`config.mk`:
```
export PLATFORM = sky130hd
export DESIGN_NAME = proc_context
export DESIGN_NICKNAME = d
export VERILOG_FILES = /design/src/design/cpu_pkg.sv /design/src/design/proc_context.sv
export SDC_FILE = /design/constraint.sdc
export NUM_CORES = 1
export LEC_CHECK = 0
export ABC_CLOCK_PERIOD_IN_PS = 2200
export BUFFER_PORTS_ARGS = -buffer_cell sky130_fd_sc_hd__buf_2
export CAP_MARGIN = 5
export CORE_MARGIN = 2
export CORE_UTILIZATION = 45
export DETAILED_ROUTE_END_ITERATION = 6
export PLACE_DENSITY = 0.87
export SLEW_MARGIN = 10
export SYNTH_ARGS = -nofsm -noshare
export SYNTH_HDL_FRONTEND = slang
export SYNTH_SLANG_ARGS = --single-unit
```
`constraint.sdc`:
```
create_clock -name clka -period 2.2 [get_ports clka]
set_clock_uncertainty 0.15 [all_clocks]
set_input_delay 0.22 -clock clka [delete_from_list [all_inputs] [get_ports clka]]
set_output_delay 0.22 -clock clka [all_outputs]
set_load 0.1 [all_outputs]
```
`src/design/cpu_pkg.sv`:
```
`default_nettype none

package cpu_pkg;

  // sizes
  localparam int N_PROC     = 4;
  localparam int N_REGS     = 8;     // registers per process
  localparam int PAGE_WORDS = 32;
  localparam int N_PAGES    = 32;    // physical pages in the shared memory
  localparam int SLICE_LEN  = 8;     // instructions before a process switch

  localparam int WORD_W    = 16;
  localparam int LOG_W     = 8;      // logical address is the operand low byte
  localparam int OFF_W     = $clog2(PAGE_WORDS);
  localparam int PAGE_W    = $clog2(N_PAGES);
  localparam int LPAGE_W   = LOG_W - OFF_W;
  localparam int N_LPAGES  = 2 ** LPAGE_W;
  localparam int MEM_WORDS = N_PAGES * PAGE_WORDS;

  typedef logic [WORD_W-1:0]          word_t;
  typedef logic [PAGE_W+OFF_W-1:0]    phys_addr_t;
  typedef logic [LOG_W-1:0]           log_addr_t;
  typedef logic [PAGE_W-1:0]          page_t;
  typedef logic [LPAGE_W-1:0]         lpage_t;
  typedef logic [$clog2(N_REGS)-1:0]  reg_idx_t;
  typedef logic [$clog2(N_PROC)-1:0]  proc_idx_t;
  typedef logic [7:0]                 opcode_t;

  typedef enum logic [3:0] {
    S_IDLE,
    S_F1_XLAT,    // translate pc for the opcode word
    S_F1_WAIT,
    S_F2_XLAT,    // translate pc+1 for the operand word
    S_F2_WAIT,
    S_EXEC,
    S_LD_XLAT,
    S_LD_WAIT,
    S_ST_XLAT     // store is issued when translation completes
  } seq_state_t;

  // opcodes, high byte of the first instruction word
  localparam opcode_t OP_JMP   = 8'd1;
  localparam opcode_t OP_LOAD  = 8'd2;
  localparam opcode_t OP_STORE = 8'd3;
  localparam opcode_t OP_IMM   = 8'd4;
  localparam opcode_t OP_ADD   = 8'd5;
  localparam opcode_t OP_SUB   = 8'd6;

  // APB map
  localparam logic [12:0] REG_CTRL         = 13'h1000;
  localparam logic [12:0] REG_STATUS       = 13'h1004;
  localparam logic [12:0] MEM_WINDOW_LIMIT = 13'h1000;  // below this is the memory window

endpackage

`default_nettype wire

```
`src/design/proc_context.sv`:
```
`timescale 1ns/1ps
`default_nettype none

module proc_context (
  input  wire                        clka,
  input  wire                        rst,
  input  wire cpu_pkg::page_t        init_page,
  input  wire                        sel,
  input  wire                        pc_we,
  input  wire cpu_pkg::log_addr_t    pc_next,
  input  wire                        reg_we,
  input  wire cpu_pkg::reg_idx_t     wr_reg,
  input  wire cpu_pkg::word_t        wr_data,
  input  wire                        pt_we,
  input  wire cpu_pkg::lpage_t       pt_lpage,
  input  wire cpu_pkg::page_t        pt_page,
  output cpu_pkg::log_addr_t         pc,
  output logic [cpu_pkg::N_REGS*cpu_pkg::WORD_W-1:0]    regs_flat,
  output logic [cpu_pkg::N_LPAGES*cpu_pkg::PAGE_W-1:0]  pt_flat,
  output logic [cpu_pkg::N_LPAGES-1:0]                  pt_valid
);

  import cpu_pkg::*;

  word_t regs [N_REGS];
  page_t pt   [N_LPAGES];

  always_ff @(posedge clka) begin
    if (!rst) begin
      pc       <= '0;
      pt_valid <= N_LPAGES'(1);  // logical page 0 is always mapped
      for (int i = 0; i < N_REGS; i++) begin
        regs[i] <= '0;
      end
    end else if (sel) begin
      if (pc_we) pc <= pc_next;
      if (reg_we) regs[wr_reg] <= wr_data;
      if (pt_we) pt_valid[pt_lpage] <= 1'b1;
    end
  end

  // entry 0 points at the reserved page of this process
  always_ff @(posedge clka) begin
    if (!rst) begin
      pt[0] <= init_page;
    end else if (sel && pt_we) begin
      pt[pt_lpage] <= pt_page;
    end
  end

  always_comb begin
    for (int i = 0; i < N_REGS; i++) begin
      regs_flat[i*WORD_W +: WORD_W] = regs[i];
    end
    for (int j = 0; j < N_LPAGES; j++) begin
      pt_flat[j*PAGE_W +: PAGE_W] = pt[j];
    end
  end

endmodule

`default_nettype wire

```
=== Word level (Yosys, flattened, before mapping) ===
Memories as Yosys holds them, arrays and structs flattened.
Index checks and enable logic that the tools add are counted.

* Multiply operators: 0
* $lt $le $gt $ge: 2
* Muxes and demuxes: 16
* Reduce and logical (&&, ||, !) cells: 6
* Bitwise gates (word level): 1
* Equality and inequality tests: 0
* $add $sub $neg: 0
* Shifts and indexed selects: 0
* Div/mod/pow operators: 0

{| class="wikitable"
|+ Operator list
! kind !! count
|-
| 2-to-1 mux 16 bit || 1
|-
| OR reduction 16 bit || 1
|-
| 2-to-1 mux 1 bit || 11
|-
| OR 8 bit || 1
|-
| 2-to-1 mux 3 bit || 2
|-
| 2-to-1 mux 5 bit || 1
|-
| OR reduction 5 bit || 1
|-
| < comparator 3 x 4 -> 1 bit, second input constant || 1
|-
| AND reduction 2 bit || 2
|-
| demux 1 bit (select 3 bit) || 1
|-
| >= comparator 3 x 1 -> 1 bit, second input constant || 1
|-
| logical AND 1 bit || 2
|}

* Bits in writable memories: 168
* Bits in registers: 16
* Bits in read-only memories: 0
* Latch bits: 0
* Logic and storage cells: 29
* Memories kept: 2

{| class="wikitable"
|+ Memories
! name !! words !! width !! read ports !! clocked after memory_dff !! wr ports !! line !! text
|-
| regs || 8 || 16 || 8 || 0 || 8 || proc_context.sv:25 || <nowiki>word_t regs [N_REGS];</nowiki>
|-
| pt || 8 || 5 || 8 || 0 || 1 || proc_context.sv:26 || <nowiki>page_t pt [N_LPAGES];</nowiki>
|}

=== Longest topological paths before layout ===
* Depth in word-level cells: 6
* Gate-level depth with buffers: 4
* Mapped depth without buffers: 2

=== Worst setup path before layout ===
OpenSTA, ideal clock, no wires.

* Kind: input port to flip-flop
* Start: input port wr_reg[2]
* End: memory regs[2][0] in the netlist's numbering, enable pin
* Slack: -0.282 ns
* Data arrival time: 1.920 ns
* Stages on the path: 3
* Data required time: 1.639 ns
* Cells stage by stage: or3b_1 > buf_2 > o21ai_0

{| class="wikitable"
|+ RTL lines
! what !! line !! text
|-
| from (decl) || proc_context.sv:12 || <nowiki>input wire cpu_pkg::reg_idx_t wr_reg,</nowiki>
|-
| to (decl) || proc_context.sv:25 ||
|}

==> impl_metrics.tcl <==
set metrics [dict create \
    antenna_found_initial 0 \
    cp.arrival_ns 1.89 \
    worstHoldPathType "in2reg" \
    clkSlewWorstSetupHoldPaths_ns 0.06 \
    path_max_fanout 23 \
    met2_length_um 8770 \
    holdCritStartpoint "pc_next[0]" \
    cp-start-kind "primary input" \
    whs_ns 0.0222 \
    drt-met1-wl_um 7090 \
    avgSynthCellArea_um2 15.6 \
    hold_viol 0 \
    path_class "in2reg" \
    dp_hpwl_um 12300 \
    rows 44 \
    post-route-drc-count 0 \
    r2r_end "pt_valid[1]" \
    n_antenna_cell 0 \
    initial_core_util 0.464 \
    root_buffer "clkbuf_16" \
    numPortBuffers 229 \
    vias 4709 \
    cap_violations 0 \
    die_area_um2 16100 \
    hold_depth 3 \
    drt_wl_total_um 18000 \
    postCtsSetupBuffers 0 \
    dr.max_layer_used "met4" \
    synthCells 436 \
    io_pins 230 \
    slew_viol_final 0 \
    fillers 1133 \
    viasPerCell 5.37 \
    dp_cells 836 \
    p_total_uw 8670 \
    htree_levels 4 \
    fin_cells 877 \
    fmax_mhz 591 \
    setup_viol 0 \
    p_leak_uw 0.00329 \
    die_x_um 127 \
    ys_types 26 \
    cts_buffer_depth 2 \
    wl_per_cell_um 20.5 \
    grt_setup_unrepaired "no" \
    end_kind "flop" \
    p_per_area_nw_per_um2 982 \
    gr-total-overflow 0 \
    reg2reg_depth 3 \
    post_dp_cell_area_um2 8190 \
    cts_hold_buf 9 \
    cts_inserted_buffers 17 \
    areaGrowthSynthToFinish_pct 30.0 \
    worstReg2RegStart "pt_valid[1]" \
    clkSinkCount 184 \
    tightest_slew_ns 0.542 \
    drt-initial-drc-count 452 \
    met3_length_um 1820 \
    hold_end "pc[0]" \
    insertion_delay_ns 0.41 \
    min_period_ns 1.69 \
    grt_pass1_wl_um 26600 \
    timing.final.crit_share 0.769 \
    ir_worst_vdd_mv 0.482 \
    worst_ep_required_time_ns 2.40 \
    die_y_um 127 \
    synthesis.area_um2 6790 \
    status "complete, no violations" \
    grt_pass1_vias 4623 \
    cts_tree "yes" \
    r2r_slack_ns 0.89 \
    grt_max_degree 39 \
    syn-num-nets 482 \
    grtUsageTotal 0.225 \
    fin_area_um2 8830 \
    ys_ff_latch 184 \
    synth_seq_area_share 0.790 \
    post_cts_resized 0 \
    drive_above_1_share 0.447 \
    firstDrtPassIters 5 \
    gp_congestion 0.793 \
    finalNetCount 726 \
    max_slew_margin 0.637 \
    core_region_area_um2 14600 \
    ant_nets 0 \
    synth.yosys.warnings 0 \
]
## worst max-delay path: stages
cell           delay (ns)
buf_2                0.33
nand4_1              0.37
o31ai_1              0.35
dlygate4sd3_1        0.62
## state kept, by name (all words and copies together), names as in the netlist
signal	flops
pt	40
pc	8
regs	128
pt_valid	8
## worst max path at each step
stage / startpoint / to / slack (ns) / cells past startpoint
floorplan: wr_reg[1] / regs[1][0] / -0.16 / 3
global placement: rst / pt[2][2] / 0.37 / 3
detailed placement: rst / pt[7][0] / 0.30 / 3
CTS: regs[5][4] / regs_flat[84] / 0.55 / 1
global route: rst / pt_valid[1] / 0.42 / 4
finish: rst / pt_valid[1] / 0.51 / 4
## area by class of cell
class	count	area, µm²	area share
Clock buffer	18	429	0.0486
Multi-Input combinational cell	202	1230	0.139
Sequential cell	184	5370	0.608
Timing Repair Buffer	258	1390	0.157
Clock inverter	14	123	0.0139
Inverter	17	63.8	0.00723
Tap cell	184	230	0.0261
## per-layer routing
metal | track usage | vias to the layer above
met4 | 0.0640 | 0
met5 | 0 | -
li1 | - | 2143
met2 | 0.371 | 271
met3 | 0.0810 | 28
met1 | 0.282 | 2267
## placed cells by master, fill, tap and decap left out, types with 2 or more instances in the layout
cell type	count
a21boi_0	8
clkinv_1	17
clkinv_2	4
clkinv_4	2
dlygate4sd3_1	9
nand3_1	2
nand2b_1	2
buf_2	229
nor3_1	105
o21ai_0	6
nor3_2	24
o21a_1	8
edfxtp_1	168
clkbuf_16	17
nor2_1	7
dfxtp_1	16
nand3b_1	4
mux2_2	5
and3_1	8
inv_6	5
buf_4	20
o21ai_1	8
nand2_1	8
## where the power goes
part	internal [µW]	leakage [µW]	total (µW)	switching, µW
Sequential	3980	0.00172	4040	55.2
Clock	1570	0.000273	2870	1300
Combinational	202	0.00130	1760	1560
## through the flow
stage / setup slack (ns) / setup TNS, ns / util
floorplan: -0.164 / -13.12 / -
global placement: 0.365 / 0 / 0.559
detailed placement: 0.304 / 0 / 0.559
CTS: 0.553 / 0 / 0.603
global route: 0.419 / 0 / 0.603
finish: 0.508 / 0 / 0.603
## cells by family after synthesis
kind of cell	Yosys count	share of synthesized area
AND/OR/NAND/NOR	164	0.140
buffers and inverters	50	0.0295
AO/OA/AOI/OAI	33	0.0317
flip-flops	184	0.790
multiplexers	5	0.00829
## Yosys cell counts, drive strengths merged
| cell | instances | area, µm² |
|---|---|---|
| and3 | 8 | 50.1 |
| edfxtp | 168 | 5040 |
| a21boi | 8 | 60.1 |
| clkbuf | 19 | 71.3 |
| dfxtp | 16 | 320 |
| o21ai | 14 | 70.1 |
| o31ai | 1 | 7.51 |
| o311ai | 1 | 8.76 |
| mux2 | 5 | 56.3 |
| nand3 | 3 | 15.0 |
| clkinv | 16 | 60.1 |
| nand4b | 1 | 8.76 |
| nor2 | 7 | 26.3 |
| or3b | 1 | 8.76 |
| nand3b | 4 | 30.0 |
| a2bb2oi | 1 | 8.76 |
| nand2 | 8 | 30.0 |
| nand4 | 1 | 6.26 |
| buf | 14 | 65.1 |
| inv | 1 | 3.75 |
| nor3 | 129 | 766 |
| o21a | 8 | 60.1 |
| nand2b | 2 | 12.5 |
(Power assumes the default switching activity.)
