--- src/design/cpu_pkg.sv ---
`default_nettype none

package cpu_pkg;

  // sizes
  localparam int N_PROC     = 4;
  localparam int N_REGS     = 8;     // registers per process
  localparam int PAGE_WORDS = 32;
  localparam int N_PAGES    = 32;    // physical pages in the shared memory
  localparam int SLICE_LEN  = 8;     // instructions before a process switch

  localparam int WORD_W    = 16;
  localparam int LOG_W     = 8;      // logical address is the operand low byte
  localparam int OFF_W     = $clog2(PAGE_WORDS);
  localparam int PAGE_W    = $clog2(N_PAGES);
  localparam int LPAGE_W   = LOG_W - OFF_W;
  localparam int N_LPAGES  = 2 ** LPAGE_W;
  localparam int MEM_WORDS = N_PAGES * PAGE_WORDS;

  typedef logic [WORD_W-1:0]          word_t;
  typedef logic [PAGE_W+OFF_W-1:0]    phys_addr_t;
  typedef logic [LOG_W-1:0]           log_addr_t;
  typedef logic [PAGE_W-1:0]          page_t;
  typedef logic [LPAGE_W-1:0]         lpage_t;
  typedef logic [$clog2(N_REGS)-1:0]  reg_idx_t;
  typedef logic [$clog2(N_PROC)-1:0]  proc_idx_t;
  typedef logic [7:0]                 opcode_t;

  typedef enum logic [3:0] {
    S_IDLE,
    S_F1_XLAT,    // translate pc for the opcode word
    S_F1_WAIT,
    S_F2_XLAT,    // translate pc+1 for the operand word
    S_F2_WAIT,
    S_EXEC,
    S_LD_XLAT,
    S_LD_WAIT,
    S_ST_XLAT     // store is issued when translation completes
  } seq_state_t;

  // opcodes, high byte of the first instruction word
  localparam opcode_t OP_JMP   = 8'd1;
  localparam opcode_t OP_LOAD  = 8'd2;
  localparam opcode_t OP_STORE = 8'd3;
  localparam opcode_t OP_IMM   = 8'd4;
  localparam opcode_t OP_ADD   = 8'd5;
  localparam opcode_t OP_SUB   = 8'd6;

  // APB map
  localparam logic [12:0] REG_CTRL         = 13'h1000;
  localparam logic [12:0] REG_STATUS       = 13'h1004;
  localparam logic [12:0] MEM_WINDOW_LIMIT = 13'h1000;  // below this is the memory window

endpackage

`default_nettype wire

--- src/design/apb_host_port.sv ---
`timescale 1ns/1ps
`default_nettype none

module apb_host_port (
  input  wire                       clka,
  input  wire                       rst,
  input  wire                       psel,
  input  wire                       penable,
  input  wire                       pwrite,
  input  wire [12:0]                paddr,
  input  wire cpu_pkg::word_t       pwdata,
  output cpu_pkg::word_t            prdata,
  output logic                      pready,
  output logic                      pslverr,
  input  wire                       busy,
  input  wire cpu_pkg::page_t       alloc_count,
  output logic                      run,
  input  wire                       core_en,
  input  wire                       core_we,
  input  wire cpu_pkg::phys_addr_t  core_addr,
  input  wire cpu_pkg::word_t       core_wdata,
  output logic                      mem_en,
  output logic                      mem_we,
  output cpu_pkg::phys_addr_t       mem_addr,
  output cpu_pkg::word_t            mem_wdata,
  input  wire cpu_pkg::word_t       mem_rdata
);

  import cpu_pkg::*;

  logic       access;
  logic       is_mem;
  logic       is_ctrl;
  logic       is_status;
  logic       mem_err;
  logic       host_en;
  logic       host_we;
  logic       rd_pend;     // memory read issued, data valid this cycle
  phys_addr_t host_addr;

  assign access    = psel && penable;
  assign is_mem    = paddr < MEM_WINDOW_LIMIT;
  assign is_ctrl   = paddr == REG_CTRL;
  assign is_status = paddr == REG_STATUS;
  assign mem_err   = is_mem && busy;  // memory belongs to the core while it runs

  assign host_en   = access && is_mem && !busy && (pwrite || !rd_pend);
  assign host_we   = access && is_mem && !busy && pwrite;
  assign host_addr = paddr[$bits(phys_addr_t)+1:2];  // byte address to word

  assign mem_en    = busy ? core_en : host_en;
  assign mem_we    = busy ? core_we : host_we;
  assign mem_addr  = busy ? core_addr : host_addr;
  assign mem_wdata = busy ? core_wdata : pwdata;

  // only an accepted memory read waits for the ram
  assign pready  = access && (pwrite || !is_mem || mem_err || rd_pend);
  assign pslverr = pready && (mem_err || !(is_mem || is_ctrl || is_status));

  always_comb begin
    prdata = '0;
    if (rd_pend) begin
      prdata = mem_rdata;
    end else if (is_ctrl) begin
      prdata[0] = run;
    end else if (is_status) begin
      prdata[0]           = busy;
      prdata[8 +: PAGE_W] = alloc_count;
    end
  end

  always_ff @(posedge clka) begin
    if (!rst) begin
      rd_pend <= 1'b0;
      run     <= 1'b0;
    end else begin
      rd_pend <= host_en && !pwrite;
      if (access && pwrite && is_ctrl) run <= pwdata[0];  // 0 asks for a stop
    end
  end

endmodule

`default_nettype wire

--- config.mk ---
export PLATFORM = sky130hd
export DESIGN_NAME = apb_host_port
export DESIGN_NICKNAME = d
export VERILOG_FILES = /design/src/design/cpu_pkg.sv /design/src/design/apb_host_port.sv
export SDC_FILE = /design/constraint.sdc
export NUM_CORES = 1
export LEC_CHECK = 0
export BUFFER_PORTS_ARGS = -buffer_cell sky130_fd_sc_hd__buf_2
export CORE_MARGIN = 1.5
export CORE_UTILIZATION = 27
export CTS_BUF_LIST = sky130_fd_sc_hd__clkbuf_8
export CTS_CLUSTER_SIZE = 14
export DETAILED_ROUTE_END_ITERATION = 10
export HOLD_SLACK_MARGIN = 0.03
export PLACE_DENSITY = 0.94
export SLEW_MARGIN = 40
export SYNTH_ARGS = -nofsm -noshare
export SYNTH_HDL_FRONTEND = slang
export SYNTH_SLANG_ARGS = --single-unit
--- constraint.sdc ---
create_clock -name clka -period 4.2 [get_ports clka]
set_input_delay 0.84 -clock clka [delete_from_list [all_inputs] [get_ports clka]]
set_output_delay 0.84 -clock clka [all_outputs]
set_load 0.01 [all_outputs]
# After elaboration in Yosys (flattened, before gate mapping)
# Cells that the tools add are included.
[op_classes]
magnitude_cmp = 1
n_eq_ne = 2
muxes = 12
n_reduce_logical = 23
[op_table]
columns = ["op", "n"]
rows = [
  ["== test 13 bit (second input constant)", 2],
  ["two-way mux 16 bit", 1],
  ["two-way mux 5 bit", 3],
  ["< comparator 13 bit (second input constant)", 1],
  ["logical AND 1 bit", 11],
  ["two-way mux 10 bit", 1],
  ["logical OR 1 bit", 7],
  ["two-way mux 7 bit", 1],
  ["zero test 1 bit", 5],
  ["two-way mux 1 bit", 5],
  ["two-way mux 3 bit", 1],
]
[totals]
regBits = 2
inputBits = 84
out_inout_bits = 47
elab_cells = 40

# Longest topological paths before layout
[logic_depth]
word_depth = 7
ltp_mapped = 4
ltp_nobuf = 3

# Worst setup path after synthesis
# OpenSTA, ideal clock, no wires.
[synth_path]
path_kind = "in2out"
startpoint = "in paddr[7]"
endpoint = "out prdata[0]"
arrival_ns = 2.138
required_ns = 3.360
path_slack_ns = 1.222
stages = 3
n_path_buf = 0
path_cell_list = "or4_1 > or4_1 > o21ai_1"
[synth_via]
elab_chain_cells = 4
word_cells_on_any_way = 5
cone_classes = "2 x eq/ne; 3 x mux"
[synth_rtl]
columns = ["item", "line_no", "text"]
rows = [
  ["start: declaration", "apb_host_port.sv:10", "input wire [12:0] paddr,"],
  ["== test 13 bit", "apb_host_port.sv:44", "assign is_status = paddr == REG_STATUS;"],
  ["two-way mux 1 bit", "apb_host_port.sv:66", "end else if (is_status) begin"],
  ["two-way mux 1 bit *", "apb_host_port.sv:64", "end else if (is_ctrl) begin"],
  ["two-way mux 1 bit *", "apb_host_port.sv:62", "if (rd_pend) begin"],
  ["end: declaration", "apb_host_port.sv:12", "output cpu_pkg::word_t prdata,"],
]
# Mark *: on every way between the ends. The rest lies on a longest branch, timed or not.

# Worst setup path in the final report
# Ends and elaborated chain as after synthesis.

==> results.py <==
metrics = {
    "status": {
        "run_status": "complete, no violations",
    },
    "layout": {
        "layout_commonest_cell": "buf_2",
        "area_growth_syn_to_layout_pct": 108.5,
        "final_cell_mix": "buf_2 (130), mux2_2 (26), and2_1 (10), a22o_1 (5), nand2_1 (5)",
        "drive_gt1_share_pct": 80.20,
        "fin_nets": 288,
        "antenna_cells": 0,
        "final_util_pct": 60.62,
    },
    "power": {
        "switching_share_pct": 29.16,
        "ir_worst_vdd_mv": 0.09083,
        "p_switching_w": 0.00005875,
        "p_seq_share_pct": 9.8,
        "intPower_w": 0.0001427,
        "pwr-share-clk_pct": 36.6,
        "p_leak_nw": 0.7912,
        "power_per_cell_area_nw_per_um2": 148.8,
        "p_comb_share_pct": 53.6,
    },
    "detailed_routing": {
        "route.detailed.drc": 0,
        "vias_per_cell": 4.730,
        "ant_nets": 0,
        "routed_wl_mm": 2.673,
        "dr.pass1.iters": 4,
        "vias": 1088,
        "drt_iter0_markers": 11,
        "post_drt_wl_per_cell_um": 11.62,
    },
    "yosys": {
        "synthArstFlopShare_pct": 0,
        "synth_seq_cells": 2,
        "synth_top_area_share_pct": 45.09,
        "yosys.area.top_type": "mux2_2",
        "synth.yosys.seq_area_share_pct": 6.166,
        "synth_warnings": 0,
        "syn_inst": 75,
        "synth_area_um2": 649.4,
        "synth.distinct_cells": 23,
        "synthTopCellsByArea": "mux2_2 (45%), and2_1 (9.6%), a22o_1 (6.7%), dfxtp_1 (6.2%), nor4_4 (3.3%)",
        "synth-edff-count": 0,
        "avgSynthCellArea_um2": 8.658,
        "ys.flop_type": "dfxtp_1",
        "synth_nets": 159,
    },
    "worst_setup_path": {
        "crit_type": "primary input to output port",
        "critPathMaxFanout": 4,
        "setup.worst_path.start_class": "primary input",
        "worstSetupEndpointType": "output port",
        "cp.required_ns": 3.36,
        "cp-startpoint": "paddr[7]",
        "cp.arrival_ns": 2.31,
        "r2r_start": "rd_pend",
    },
    "worst_hold_path": {
        "holdCritPathClass": "register to register",
        "hp-start": "run",
    },
    "placed_design": {
        "dp_hpwl_mm": 2.340,
        "routabilityCongestion": 0.7362,
        "port_buffers": 130,
    },
    "sta": {
        "rsz0062_at_grt": "false",
        "hold_viol_final": 0,
        "slew_headroom_pct": 57.51,
        "fin_crit_sh_pct": 75.11,
        "min_period_ns": 3.155,
        "setup_viol": 0,
        "clock.fmax_ghz": 0.3170,
        "finalMaxSlewViolations": 0,
        "final.setup.tns_ns": 0,
        "finClkSkew_ns": 0,
        "tightest_slew_ns": 0.6374,
    },
    "global_route": {
        "overflow": 0,
        "antenna_found_initial": 0,
        "grt_pass1_wl_mm": 3.870,
        "grt_use_total_pct": 18.72,
        "grt_max_degree": 34,
        "grt_pass1_vias": 922,
    },
    "clock_network": {
        "post_cts_resized": 0,
        "cts-root-buf": "clkbuf_8",
        "clock-sinks": 2,
        "clockBufferDepth": 2,
        "holdBufCountCts": 0,
        "h-tree-depth": 1,
        "clkTransAtPathRegs_ns": 0.03,
        "cts_setup_buffers": 0,
        "cts_tree": "done",
        "insertion_delay_ns": 0.20,
        "cts_buffers": 3,
    },
    "die": {
        "die_h_um": 52.04,
        "die-area_um2": 2708,
        "initial_core_util_pct": 29.08,
        "ios": 131,
        "core_area_um2": 2233,
        "rows": 17,
        "die_w_um": 52.04,
    },
    "job": {
        "drv_cap": 0,
    },
}
cells in the mapped netlist (2+ instances only):
| cell | n |
|---|---|
| clkbuf_1 | 4 |
| dfxtp_1 | 2 |
| buf_1 | 2 |
| nand2_1 | 5 |
| nor4_1 | 2 |
| nor3_1 | 2 |
| mux2_2 | 26 |
| nor2_1 | 2 |
| and2_1 | 10 |
| mux2i_1 | 2 |
| or4_1 | 2 |
| a22o_1 | 5 |
per-layer routing:
| layer | wire length (um) | GRT usage [%] | vias to the layer above |
|---|---|---|---|
| li1 | - | - | 547 |
| met2 | 1439 | 36.50 | 63 |
| met4 | 0 | 3.947 | 0 |
| met1 | 917 | 19.66 | 478 |
| met5 | 0 | 0 | - |
| met3 | 316 | 4.885 | 0 |
worst max-delay path, stage by stage:
cell	delay, ns
buf_2	0.10
or4_1	0.61
or4_1	0.51
o21ai_1	0.12
buf_2	0.14
sequential cells by signal, summed over array words and instances (netlist names):
signal and cells:
rd_pend 1, run 1
final cells by class:
type,instances,area [um2]
Fill cell,233,879.6
Timing Repair Buffer,130,650.6
Multi-Input combinational cell,66,583.1
Clock buffer,3,41.29
Sequential cell,2,40.04
Tap cell,28,35.03
Inverter,1,3.754
power by group through the flow:
stage	logic [W]	clock network, W	registers [W]
global route	0.000118	0.0000781	0.0000197
finish	0.000108	0.0000738	0.0000197
CTS	0.000109	0.0000762	0.0000197
detailed placement	0.000109	0	0.0000199
floorplan	0.0000480	0	0.0000195
global placement	0.000107	0	0.0000199
kinds of logic after synthesis:
logic type	after synthesis	synth area share (%)
buffers and inverters	7	4.045
flip-flops	2	6.166
multiplexers	28	48.17
AND/OR/NAND/NOR	29	30.25
AO/OA/AOI/OAI	9	11.37
final timing paths:
kind                                  end  slack [ns]  cells past startpoint
worst max-delay path            prdata[0]        1.05                      5
worst min-delay path                  run        0.48                      2
worst max register to register    rd_pend        3.07                      2
worst min register to register        run        0.48                      2
per-stage QoR:
step / cell area [um2] / worst slack (ns) / hold WS, ns / cells / total power (W)
after floorplan: 649.4 / 1.222 / 0.4904 / 75 / 0.00006750
after global placement: 1313 / 1.032 / 0.4684 / 227 / 0.0001267
after detailed placement: 1313 / 1.028 / 0.4752 / 227 / 0.0001288
after CTS: 1354 / 1.031 / 0.4802 / 230 / 0.0002052
after global routing: 1354 / 0.9575 / 0.5229 / 230 / 0.0002160
final: 1354 / 1.045 / 0.4765 / 230 / 0.0002015
Note: power is estimated with default switching activity, not from simulation.
