[config.mk]
export PLATFORM = sky130hd
export DESIGN_NAME = page_mapper
export DESIGN_NICKNAME = d
export VERILOG_FILES = /design/src/design/cpu_pkg.sv /design/src/design/page_mapper.sv
export SDC_FILE = /design/constraint.sdc
export NUM_CORES = 1
export LEC_CHECK = 0
export ABC_AREA = 0
export BUFFER_PORTS_ARGS = -buffer_cell sky130_fd_sc_hd__buf_2
export CAP_MARGIN = 20
export CORE_MARGIN = 4
export CORE_UTILIZATION = 53
export DETAILED_ROUTE_END_ITERATION = 12
export MAX_ROUTING_LAYER = met4
export PLACE_DENSITY = 0.83
export REMOVE_ABC_BUFFERS = 1
export SLEW_MARGIN = 20
export SYNTH_ARGS = -nofsm -noshare
export SYNTH_HDL_FRONTEND = slang
export SYNTH_SLANG_ARGS = --single-unit
[constraint.sdc]
create_clock -name clka -period 4.6 [get_ports clka]
set_input_delay 0.92 -clock clka [delete_from_list [all_inputs] [get_ports clka]]
set_output_delay 0.92 -clock clka [all_outputs]
set_load 0.1 [all_outputs]
[src/design/cpu_pkg.sv]
`default_nettype none

package cpu_pkg;

  // sizes
  localparam int N_PROC     = 4;
  localparam int N_REGS     = 8;     // registers per process
  localparam int PAGE_WORDS = 32;
  localparam int N_PAGES    = 32;    // physical pages in the shared memory
  localparam int SLICE_LEN  = 8;     // instructions before a process switch

  localparam int WORD_W    = 16;
  localparam int LOG_W     = 8;      // logical address is the operand low byte
  localparam int OFF_W     = $clog2(PAGE_WORDS);
  localparam int PAGE_W    = $clog2(N_PAGES);
  localparam int LPAGE_W   = LOG_W - OFF_W;
  localparam int N_LPAGES  = 2 ** LPAGE_W;
  localparam int MEM_WORDS = N_PAGES * PAGE_WORDS;

  typedef logic [WORD_W-1:0]          word_t;
  typedef logic [PAGE_W+OFF_W-1:0]    phys_addr_t;
  typedef logic [LOG_W-1:0]           log_addr_t;
  typedef logic [PAGE_W-1:0]          page_t;
  typedef logic [LPAGE_W-1:0]         lpage_t;
  typedef logic [$clog2(N_REGS)-1:0]  reg_idx_t;
  typedef logic [$clog2(N_PROC)-1:0]  proc_idx_t;
  typedef logic [7:0]                 opcode_t;

  typedef enum logic [3:0] {
    S_IDLE,
    S_F1_XLAT,    // translate pc for the opcode word
    S_F1_WAIT,
    S_F2_XLAT,    // translate pc+1 for the operand word
    S_F2_WAIT,
    S_EXEC,
    S_LD_XLAT,
    S_LD_WAIT,
    S_ST_XLAT     // store is issued when translation completes
  } seq_state_t;

  // opcodes, high byte of the first instruction word
  localparam opcode_t OP_JMP   = 8'd1;
  localparam opcode_t OP_LOAD  = 8'd2;
  localparam opcode_t OP_STORE = 8'd3;
  localparam opcode_t OP_IMM   = 8'd4;
  localparam opcode_t OP_ADD   = 8'd5;
  localparam opcode_t OP_SUB   = 8'd6;

  // APB map
  localparam logic [12:0] REG_CTRL         = 13'h1000;
  localparam logic [12:0] REG_STATUS       = 13'h1004;
  localparam logic [12:0] MEM_WINDOW_LIMIT = 13'h1000;  // below this is the memory window

endpackage

`default_nettype wire

[src/design/page_mapper.sv]
`timescale 1ns/1ps
`default_nettype none

module page_mapper (
  input  wire                        clka,
  input  wire                        rst,
  input  wire cpu_pkg::proc_idx_t    active_proc,
  input  wire [cpu_pkg::N_PROC*cpu_pkg::N_LPAGES*cpu_pkg::PAGE_W-1:0]  pt_flat_all,
  input  wire [cpu_pkg::N_PROC*cpu_pkg::N_LPAGES-1:0]                  pt_valid_all,
  input  wire                        xlat_req,
  input  wire cpu_pkg::log_addr_t    xlat_addr,
  output logic                       xlat_done,
  output cpu_pkg::phys_addr_t        phys_addr,
  output logic                       pt_we,
  output cpu_pkg::lpage_t            pt_lpage,
  output cpu_pkg::page_t             pt_page,
  output cpu_pkg::page_t             alloc_count
);

  import cpu_pkg::*;

  lpage_t           lpage;
  logic [OFF_W-1:0] offset;
  page_t            tbl_page;
  logic             tbl_valid;
  logic             alloc;
  page_t            free_next;

  assign lpage     = xlat_addr[LOG_W-1:OFF_W];
  assign offset    = xlat_addr[OFF_W-1:0];
  assign tbl_page  = pt_flat_all[(active_proc*N_LPAGES + lpage)*PAGE_W +: PAGE_W];
  assign tbl_valid = pt_valid_all[active_proc*N_LPAGES + lpage];

  // first touch: allocate now, answer next cycle while pt_we is up
  assign alloc     = xlat_req && !tbl_valid && !pt_we;
  assign xlat_done = xlat_req && (tbl_valid || pt_we);
  assign phys_addr = {(pt_we ? pt_page : tbl_page), offset};

  assign alloc_count = free_next - page_t'(N_PROC);

  always_ff @(posedge clka) begin
    if (!rst) begin
      pt_we     <= 1'b0;
      free_next <= page_t'(N_PROC);  // pages below are the reserved page 0s
    end else begin
      pt_we <= alloc;
      if (alloc) free_next <= free_next + 1'b1;  // reaches 0 after the last page
    end
  end

  always_ff @(posedge clka) begin
    if (alloc) begin
      pt_lpage <= lpage;
      pt_page  <= free_next;
    end
  end

endmodule

`default_nettype wire

### Yosys cells after proc, flatten, opt, wreduce, memory -nomap -nowiden

Cells that the tools add are included.

| storage, ports and cells | value |
|---|---|
| bits in registers | 14 |
| input bits | 205 |
| output and inout port bits | 25 |

| cells by class | value |
|---|---|
| add/sub/neg operators | 3 |
| multiply operators | 1 |
| magnitude comparators | 1 |
| shift operators | 1 |
| muxes and demuxes | 3 |
| reductions and logical operators | 6 |

Operators with widths:

| operator | number |
|---|---|
| variable part select 160 x 33 -> 5 bit | 1 |
| multiplier 32 x 3 -> 32 bit (second input constant) | 1 |
| adder 5 x 3 -> 6 bit | 1 |
| < comparator 6 bit (second input constant) | 1 |
| adder 5 x 1 -> 5 bit (second input constant) | 1 |
| binary-select mux 1 bit (select 5 bit) | 1 |
| 2-to-1 mux 5 bit | 1 |
| subtractor 5 x 3 -> 5 bit (second input constant) | 1 |
| logical AND 1 bit | 3 |
| zero test 1 bit | 2 |
| logical OR 1 bit | 1 |
| 2-to-1 mux 1 bit | 1 |

### Logic depth before layout (Yosys ltp)

Gate-level depths: netlist of run 1.

| depth | value |
|---|---|
| depth after elaboration | 6 |
| mapped depth | 12 |

### Worst setup path before layout of run 1

No wires, ideal clock.

| path | value |
|---|---|
| path type | input port to output port |
| from | in active_proc[0] |
| to | out phys_addr[6] |
| data arrival time | 6.293 ns |
| setup slack | -2.613 ns |
| stages on the path | 9 |
| path buffers | 2 |
| path through | ha_1 -> ha_1 -> inv_1 -> clkbuf_1 -> clkbuf_1 -> nand2_1 -> a311oi_1 -> nor3_1 -> o311ai_0 |

| between the ends | value |
|---|---|
| word-level cells in the longest chain between the ends | 4 |

RTL lines:

| element | RTL line | RTL |
|---|---|---|
| start: declaration | page_mapper.sv:7 | `input wire cpu_pkg::proc_idx_t active_proc,` |
| adder 5 x 3 -> 6 bit | page_mapper.sv:31 | `assign tbl_page = pt_flat_all[(active_proc*N_LPAGES + lpage)*PAGE_W +: PAGE_W];` |
| multiplier 32 x 3 -> 32 bit | page_mapper.sv:31 |  |
| variable part select 160 x 33 -> 5 bit | page_mapper.sv:31 |  |
| 2-to-1 mux 5 bit | page_mapper.sv:37 | `assign phys_addr = {(pt_we ? pt_page : tbl_page), offset};` |
| end: declaration | page_mapper.sv:13 | `output cpu_pkg::phys_addr_t phys_addr,` |

Every way passes these cells.

### Worst setup path after layout of run 1

| path | value |
|---|---|
| from | in xlat_addr[6] |
| to | out phys_addr[9] |

| between the ends | value |
|---|---|
| word-level cells in the longest chain between the ends | 4 |

RTL lines:

| element | RTL line | RTL |
|---|---|---|
| start: declaration | page_mapper.sv:11 | `input wire cpu_pkg::log_addr_t xlat_addr,` |
| adder 5 x 3 -> 6 bit | page_mapper.sv:31 |  |
| multiplier 32 x 3 -> 32 bit | page_mapper.sv:31 |  |
| variable part select 160 x 33 -> 5 bit | page_mapper.sv:31 |  |
| 2-to-1 mux 5 bit | page_mapper.sv:37 |  |

Every way passes these cells.

==> results of run 1 <==
## where the power goes
part	switching (µW)	total [µW]	leakage, µW	internal [µW]
Sequential	9.33	152	0.000122	143
Combinational	788	1490	0.00331	697
Clock	51.3	183	0.0000442	132
## metal layers
| layer | track usage, % | part of all wire (%) | wire, µm |
|---|---|---|---|
| met3 | 3.16 | 11 | 2550 |
| met2 | 51.3 | 49 | 11400 |
| met1 | 44.3 | 38 | 8700 |
| met4 | 5.67 | 1.8 | 410 |
| met5 | - | 0 | 0 |
## per-stage QoR
stage / setup TNS [ns] / hold slack [ns] / util [%] / area, µm²
after floorplan: -10.56 / 0.463 / - / 6500
after global placement: -0.0380 / 0.483 / 65.7 / 8330
after detailed placement: -0.0127 / 0.487 / 65.7 / 8330
after CTS: 0 / 0.502 / 66.5 / 8420
after global routing: 0 / 0.529 / 67.5 / 8550
final: 0 / 0.500 / 67.5 / 8550
## worst max-delay path: stages
cell and delay [ns]:
buf_6 0.11, ha_4 0.27, ha_4 0.13, inv_2 0.04
fa_2 0.56, buf_6 0.14, clkinvlp_4 0.15, nor2_2 0.15
buf_6 0.13, a21oi_2 0.07, a31oi_1 0.19, nand4_1 0.13
a221o_1 0.44, buf_12 0.19
## cells by family after synthesis
logic type / share of synthesized area [%]
and+or+nand+nor: 6.72
buffers and inverters: 6.06
xor gates and xnor gates: 0.764
DFF: 5.24
muxes: 72.9
adders and majority gates: 1.93
AOI/OAI and AO/OA: 6.39
## flip-flops by register name, indices dropped and copies added, names as in the netlist
signal     flops
free_next      5
pt_page        5
pt_we          1
pt_lpage       3
## layout make-up
cell class | count | area, µm²
Antenna cell | 1 | 2.50
Tap cell | 172 | 215
Fill cell | 947 | 4120
Sequential cell | 14 | 360
Inverter | 11 | 45.0
Timing Repair Buffer | 274 | 1670
Clock buffer | 4 | 88.8
Multi-Input combinational cell | 443 | 6170
## how the worst max path moves through the flow
stage                   endpoint  cells after the start  slack [ns]
floorplan           phys_addr[6]                      6       -3.84
global placement    phys_addr[7]                     11       -0.04
detailed placement  phys_addr[7]                     11       -0.01
CTS                 phys_addr[7]                     11        0.01
global route        phys_addr[8]                     13       0.003
finish              phys_addr[9]                     14        0.05
## synth_stat cells (5+ instances only)
cell      number  area share, %
mux2_2         8            1.3
a21oi_1       13           0.95
nand2b_1       8           0.73
buf_2         21            1.5
a211oi_1       5           0.55
mux2i_1       80             12
buf_4         20            2.2
ha_1           9            1.6
o21ai_0       13           0.95
nor3_1         5           0.36
nand3_1       15            1.1
buf_1          5           0.27
clkbuf_1      21            1.1
mux4_2       183             60
nand2_1       27            1.5
dfxtp_1        6            1.7
edfxtp_1       8            3.5
nor2b_1        6           0.55
nand4_1        5           0.45
nor2_1        13           0.71
inv_1         11           0.60
## timing repair
| item | 4_1_cts | 5_1_grt |
|---|---|---|
| endpoints found under the setup margin | 2 | 5 |
| pin swaps | 0 | 8 |
| buffers inserted | 0 | 6 |
| gates resized for setup | 2 | 19 |
| gates cloned | 0 | 0 |
| endpoints found under the hold margin | 0 | 0 |
==> results.md, run 1 <==
* Worst EP arrival at 3.63 ns
* Commonest non-fill, non-tap cell in the layout: buf_2
* Post-route ant nets at 0
* CTS root buffer: clkbuf_16
* Post-Place Worst Slack at -0.0126 ns
* Non-filler cells in the finished layout at 919
* Endpoints failing setup at 0
* R2R setup slack at 3.08 ns
* Num rows at 41
* Nets@finish at 962
* Critical Path Start: xlat_addr[6]
* I/O Buffers at 219
* Synthesis warning total at 0
* CTS tree: yes
* RSZ-0062 raised after global routing: false
* Worst hold stages at 2
* Clock Skews at 0.00159 ns
* CP Data Required Time at 3.68 ns
* CP Class: input pin to primary output
* Drt pass-1 iters at 5
* MaxCap Viol Count at 0
* Total grt overflow at 0
* Worst R2R Start: pt_we
* Worst reg2reg path depth at 3
* Final Hold Vio Count at 0
* Hold-fix buffers, CTS at 0
* Clk slew on worst S/H paths at 0.05 ns
* Netlist cell types at 51
* Lkg Pwr at 0.00347 µW
* WHS Endpoint: free_next[4]
* Mapped Cells at 537
* Maximum vdd drop at 327 µV
* Full die area at 14,900 µm²
* Worst r2r dst: free_next[4]
* Most frequent cells in the layout: buf_2 (211), mux4_2 (183), mux2i_1 (80), buf_4 (48), nand2_1 (27)
* Crit-path max FO at 5
* Area delta synth->final at 24.4%
* Max Fclk at 220 MHz
* Setup ws final at 0.0474 ns
* Post-synthesis sequential area ratio at 5.24%
* Core Area at 12,700 µm²
* Die Y at 122 µm
* DRC errors left at 0
* Outcome: complete, no violations
* Synth Flop Type: edfxtp_1
* Post-Syn Area at 6880 µm²
* Async SR Flop Fraction at 0%
* Vias in the first global route at 6,609
* Die width at 122 µm
* GRT Total Usage at 31.5%
* CTS Sinks at 14
* Number of flops mapped to enable cells by yosys at 8
* Initial antenna violation count at 1
* Hold crit path type: flop to flop
* Min-Delay Startpoint: free_next[4]
* CP startpoint kind: input pin
* #FFs+latches synth at 14
* Ports at 230
* Worst Max-Slew Pin Slew at 0.705 ns
* Later-pin clock latency in the skew report at 0.25 ns
* Clock tree buffer depth at 2
* Pwr per Cell Area at 213 nW/µm²
* Layout cell share with drive strength beyond 1 at 64.7%
* First-pass GRT wire length at 36.1 mm
* Initial Utilization at 54.3%
* Final HPWL DP at 18.6 mm
* DR WL/cell at 25.1 µm
* Iteration-0 DRC Markers at 1,010
* CP endpoint kind: primary output
* DR vias at 6,703
* Power, Total at 1820 µW
* Cts bufs inserted at 3
* GP Congestion at 1.01
* Mean Syn Cell Area at 12.8 µm²
* Vias/cell at 7.29
* Rel. slew slack at 52.7%
* Cell count after placement at 908
* Crit path time final at 4.55 ns
* Largest net degree at the start of global routing at 66
* Fin crit share at 99.0%
* H-tree depth at 1
* Routed wire length at 23.1 mm
* Count of pins over their slew limit at 0
No activity file was read; power rests on OpenSTA's default activity.
==> run 2: changes to the inputs <==
--- a/config.mk
+++ b/config.mk
@@ -13,8 +13,10 @@
 export DETAILED_ROUTE_END_ITERATION = 12
 export MAX_ROUTING_LAYER = met4
 export PLACE_DENSITY = 0.83
+export RECOVER_POWER = 100
 export REMOVE_ABC_BUFFERS = 1
 export SLEW_MARGIN = 20
 export SYNTH_ARGS = -nofsm -noshare
 export SYNTH_HDL_FRONTEND = slang
 export SYNTH_SLANG_ARGS = --single-unit
+export TNS_END_PERCENT = 1
==> run 2 against run 1 <==
Via count barely moved. First-iteration DRC count fell by 1.6%. Worst setup slack got worse by 0.015 ns. Cell area fell by 0.40%. Cell count fell by 0.11%. Power fell by 0.20%. Critical endpoint unchanged. Highest routed layer unchanged.
==> results.md, run 2 (synthesis results as in run 1) <==
* Util after Layout at 67.2% (-0.27 points)
* CP startpoint kind: input pin
* CP Data Required Time at 3.68 ns (about the same)
* Iteration-0 DRC Markers at 994 (-1.6%)
* Power, Total at 1820 µW (-0.20%)
* Initial antenna violation count at 1 (unchanged)
* Layout cell share with drive strength beyond 1 at 62.3% (-2.5 points)
* Total grt overflow at 0 (unchanged)
* GP Congestion at 1.01 (unchanged)
* Crit path time final at 4.57 ns (+0.0153 ns)
* Biggest regs: free_next x5, pt_page x5, pt_lpage x3
* CP Class: input pin to primary output
* Area delta synth->final at 23.9%
* DR WL/cell at 25.0 µm (-0.44%)
* Setup ws final at 0.0321 ns (-0.0153 ns)
* CTS root buffer: clkbuf_16
* Full die area at 14,900 µm² (unchanged)
* GRT Total Usage at 31.5% (unchanged)
* Crit-path max FO at 9 (+4)
* Cts bufs inserted at 3 (unchanged)
* Slowest CP cell: fa_1
* Placed cell area at 8330 µm² (unchanged)
* Post-route cell area at 8520 µm² (-0.40%)
* Rel. slew slack at 21.1% (-32 points)
* Comb pwr share at 81.5% (about the same)
* Core Area at 12,700 µm² (unchanged)
* Crit path buffers/inverters at 7 (+1)
* Worst EP arrival at 3.65 ns (+0.02 ns)
* Internal power at 968 µW (-0.40%)
* Fin crit share at 99.3% (+0.33 points)
* Largest net degree at the start of global routing at 66 (unchanged)
* Final Hold Slack at 0.500 ns (+0.000578 ns)
* Outcome: complete, no violations
* Post-Place Worst Slack at -0.0126 ns (unchanged)
* RSZ-0062 raised after global routing: true
* Lkg Pwr at 0.00342 µW (-1.6%)
* Vias/cell at 7.30 (+0.12%)
* Final HPWL DP at 18.6 mm (unchanged)
* Sw frac at 46.7% (+0.11 points)
* DRC errors left at 0 (unchanged)
* DR vias at 6,704 (+0.015%)
* Endpoints failing setup at 0 (unchanged)
* Clock tree buffer depth at 2 (unchanged)
* CTS tree: yes
* Max Fclk at 219 MHz (-0.34%)
* Fill cells at 957 (+1.1%)
* H-tree depth at 1 (unchanged)
* Drt pass-1 iters at 5 (unchanged)
* Die Y at 122 µm (unchanged)
* Num rows at 41 (unchanged)
* Multi-input logic area at 6160 µm² (-0.14%)
* Later-pin clock latency in the skew report at 0.25 ns (about the same)
* Worst Max-Slew Pin Slew at 1.19 ns (+0.483 ns)
* Vias in the first global route at 6,609 (unchanged)
* Hold crit path type: flop to flop
* CP endpoint kind: primary output
* Clock Skews at 0.00317 ns (+0.00158 ns)
* I/O Buffers at 219 (unchanged)
* Register area at 360 µm² (unchanged)
* Final Hold Vio Count at 0 (unchanged)
* Clock power share at 10.1% (about the same)
* First-pass GRT wire length at 36.1 mm (unchanged)
* CP top delay family: buffers and inverters
* Pwr per Cell Area at 213 nW/µm² (+0.20%)
* CP Cell Sequence: buf_6, ha_4, ha_4, inv_2, fa_1, buf_6, clkinvlp_4, buf_4, buf_4, nor4_1, a211oi_1, a221o_1, buf_12
* Clk slew on worst S/H paths at 0.05 ns (about the same)
* Post-route ant nets at 0 (unchanged)
* Net Sw Power at 849 µW (about the same)
* Routed wire length at 23.0 mm (-0.55%)
* Maximum vdd drop at 326 µV (-0.29%)
* Count of pins over their slew limit at 0 (unchanged)
* Sequential power share at 8.4% (about the same)
* Most frequent cells in the layout: buf_2 (197), mux4_2 (183), mux2i_1 (80), buf_4 (45), nand2_1 (27)
* Die width at 122 µm (unchanged)
* Initial Utilization at 54.3% (unchanged)
* Nets@finish at 961 (-0.10%)
* Ports at 230 (unchanged)
* MaxCap Viol Count at 0 (unchanged)
* Commonest non-fill, non-tap cell in the layout: buf_2
* Worst path max stage delay at 0.56 ns (about the same)
* CTS Sinks at 14 (unchanged)
-- run 2: changes by cell type in the layout (fill, tap and decap cells not counted) --
cell	before	now
buf_2	211	197
buf_4	48	45
buf_6	5	6
clkbuf_1	0	15
fa_1	0	1
fa_2	1	0
mux2_1	0	1
mux2_2	8	7
nor4_1	0	1
nor4_2	1	0
-- run 2: worst reg2reg max path: stages (launching register included) --
cell and delay (ns):
dfxtp_1 0.47, nor3b_4 0.63, nand3_1 0.18, mux2i_1 0.14
-- run 2: cell type report --
class	count	area share (%)
antenna	1	0.0294
clock buffer	4	1.04
inverter	11	0.529
multi-input combinational	443	72.4
sequential	14	4.23
tap	172	2.53
timing repair buffer	273	19.3
-- run 2: what timing repair did --
action / CTS / global route
resized for setup: 2 / 18
hold endpoints to repair: 0 / 0
setup buffers: 0 / 5
pin swaps: 0 / 8
hold buffers: 0 / 0
setup endpoints to repair: 2 / 5
-- run 2: worst paths after layout --
path / from / endpoint / slack, ns / depth (start not counted)
max reg2reg: pt_we / free_next[4] / 3.06 / 3
min: free_next[4] / free_next[4] / 0.50 / 2
min reg2reg: free_next[4] / free_next[4] / 0.50 / 2
max: xlat_addr[6] / phys_addr[9] / 0.03 / 13
-- run 2: power by group through the flow --
| stage | Clock [µW] | Combinational, µW | Sequential (µW) |
|---|---|---|---|
| 2_1_floorplan | 0 | 847 | 206 |
| 3_3_place_gp | 0 | 1390 | 153 |
| 3_5_place_dp | 0 | 1420 | 153 |
| 4_1_cts | 183 | 1430 | 151 |
| 5_1_grt | 194 | 1560 | 153 |
| 6_report | 184 | 1480 | 152 |
-- run 2: stage by stage --
step	TNS, ns	instances
2_1_floorplan	-10.56	468
3_3_place_gp	-0.0380	908
3_5_place_dp	-0.0127	908
4_1_cts	0	912
5_1_grt	-0.0177	918
6_report	0	918
-- run 2: routing by layer --
metal  wire, µm  global-route usage, %  vias up
met5          0                      -        -
met4        457                   5.67        0
met3       2330                   3.16       50
met2      11300                   51.3      496
met1       8830                   44.3     3384
li1           -                      -     2774
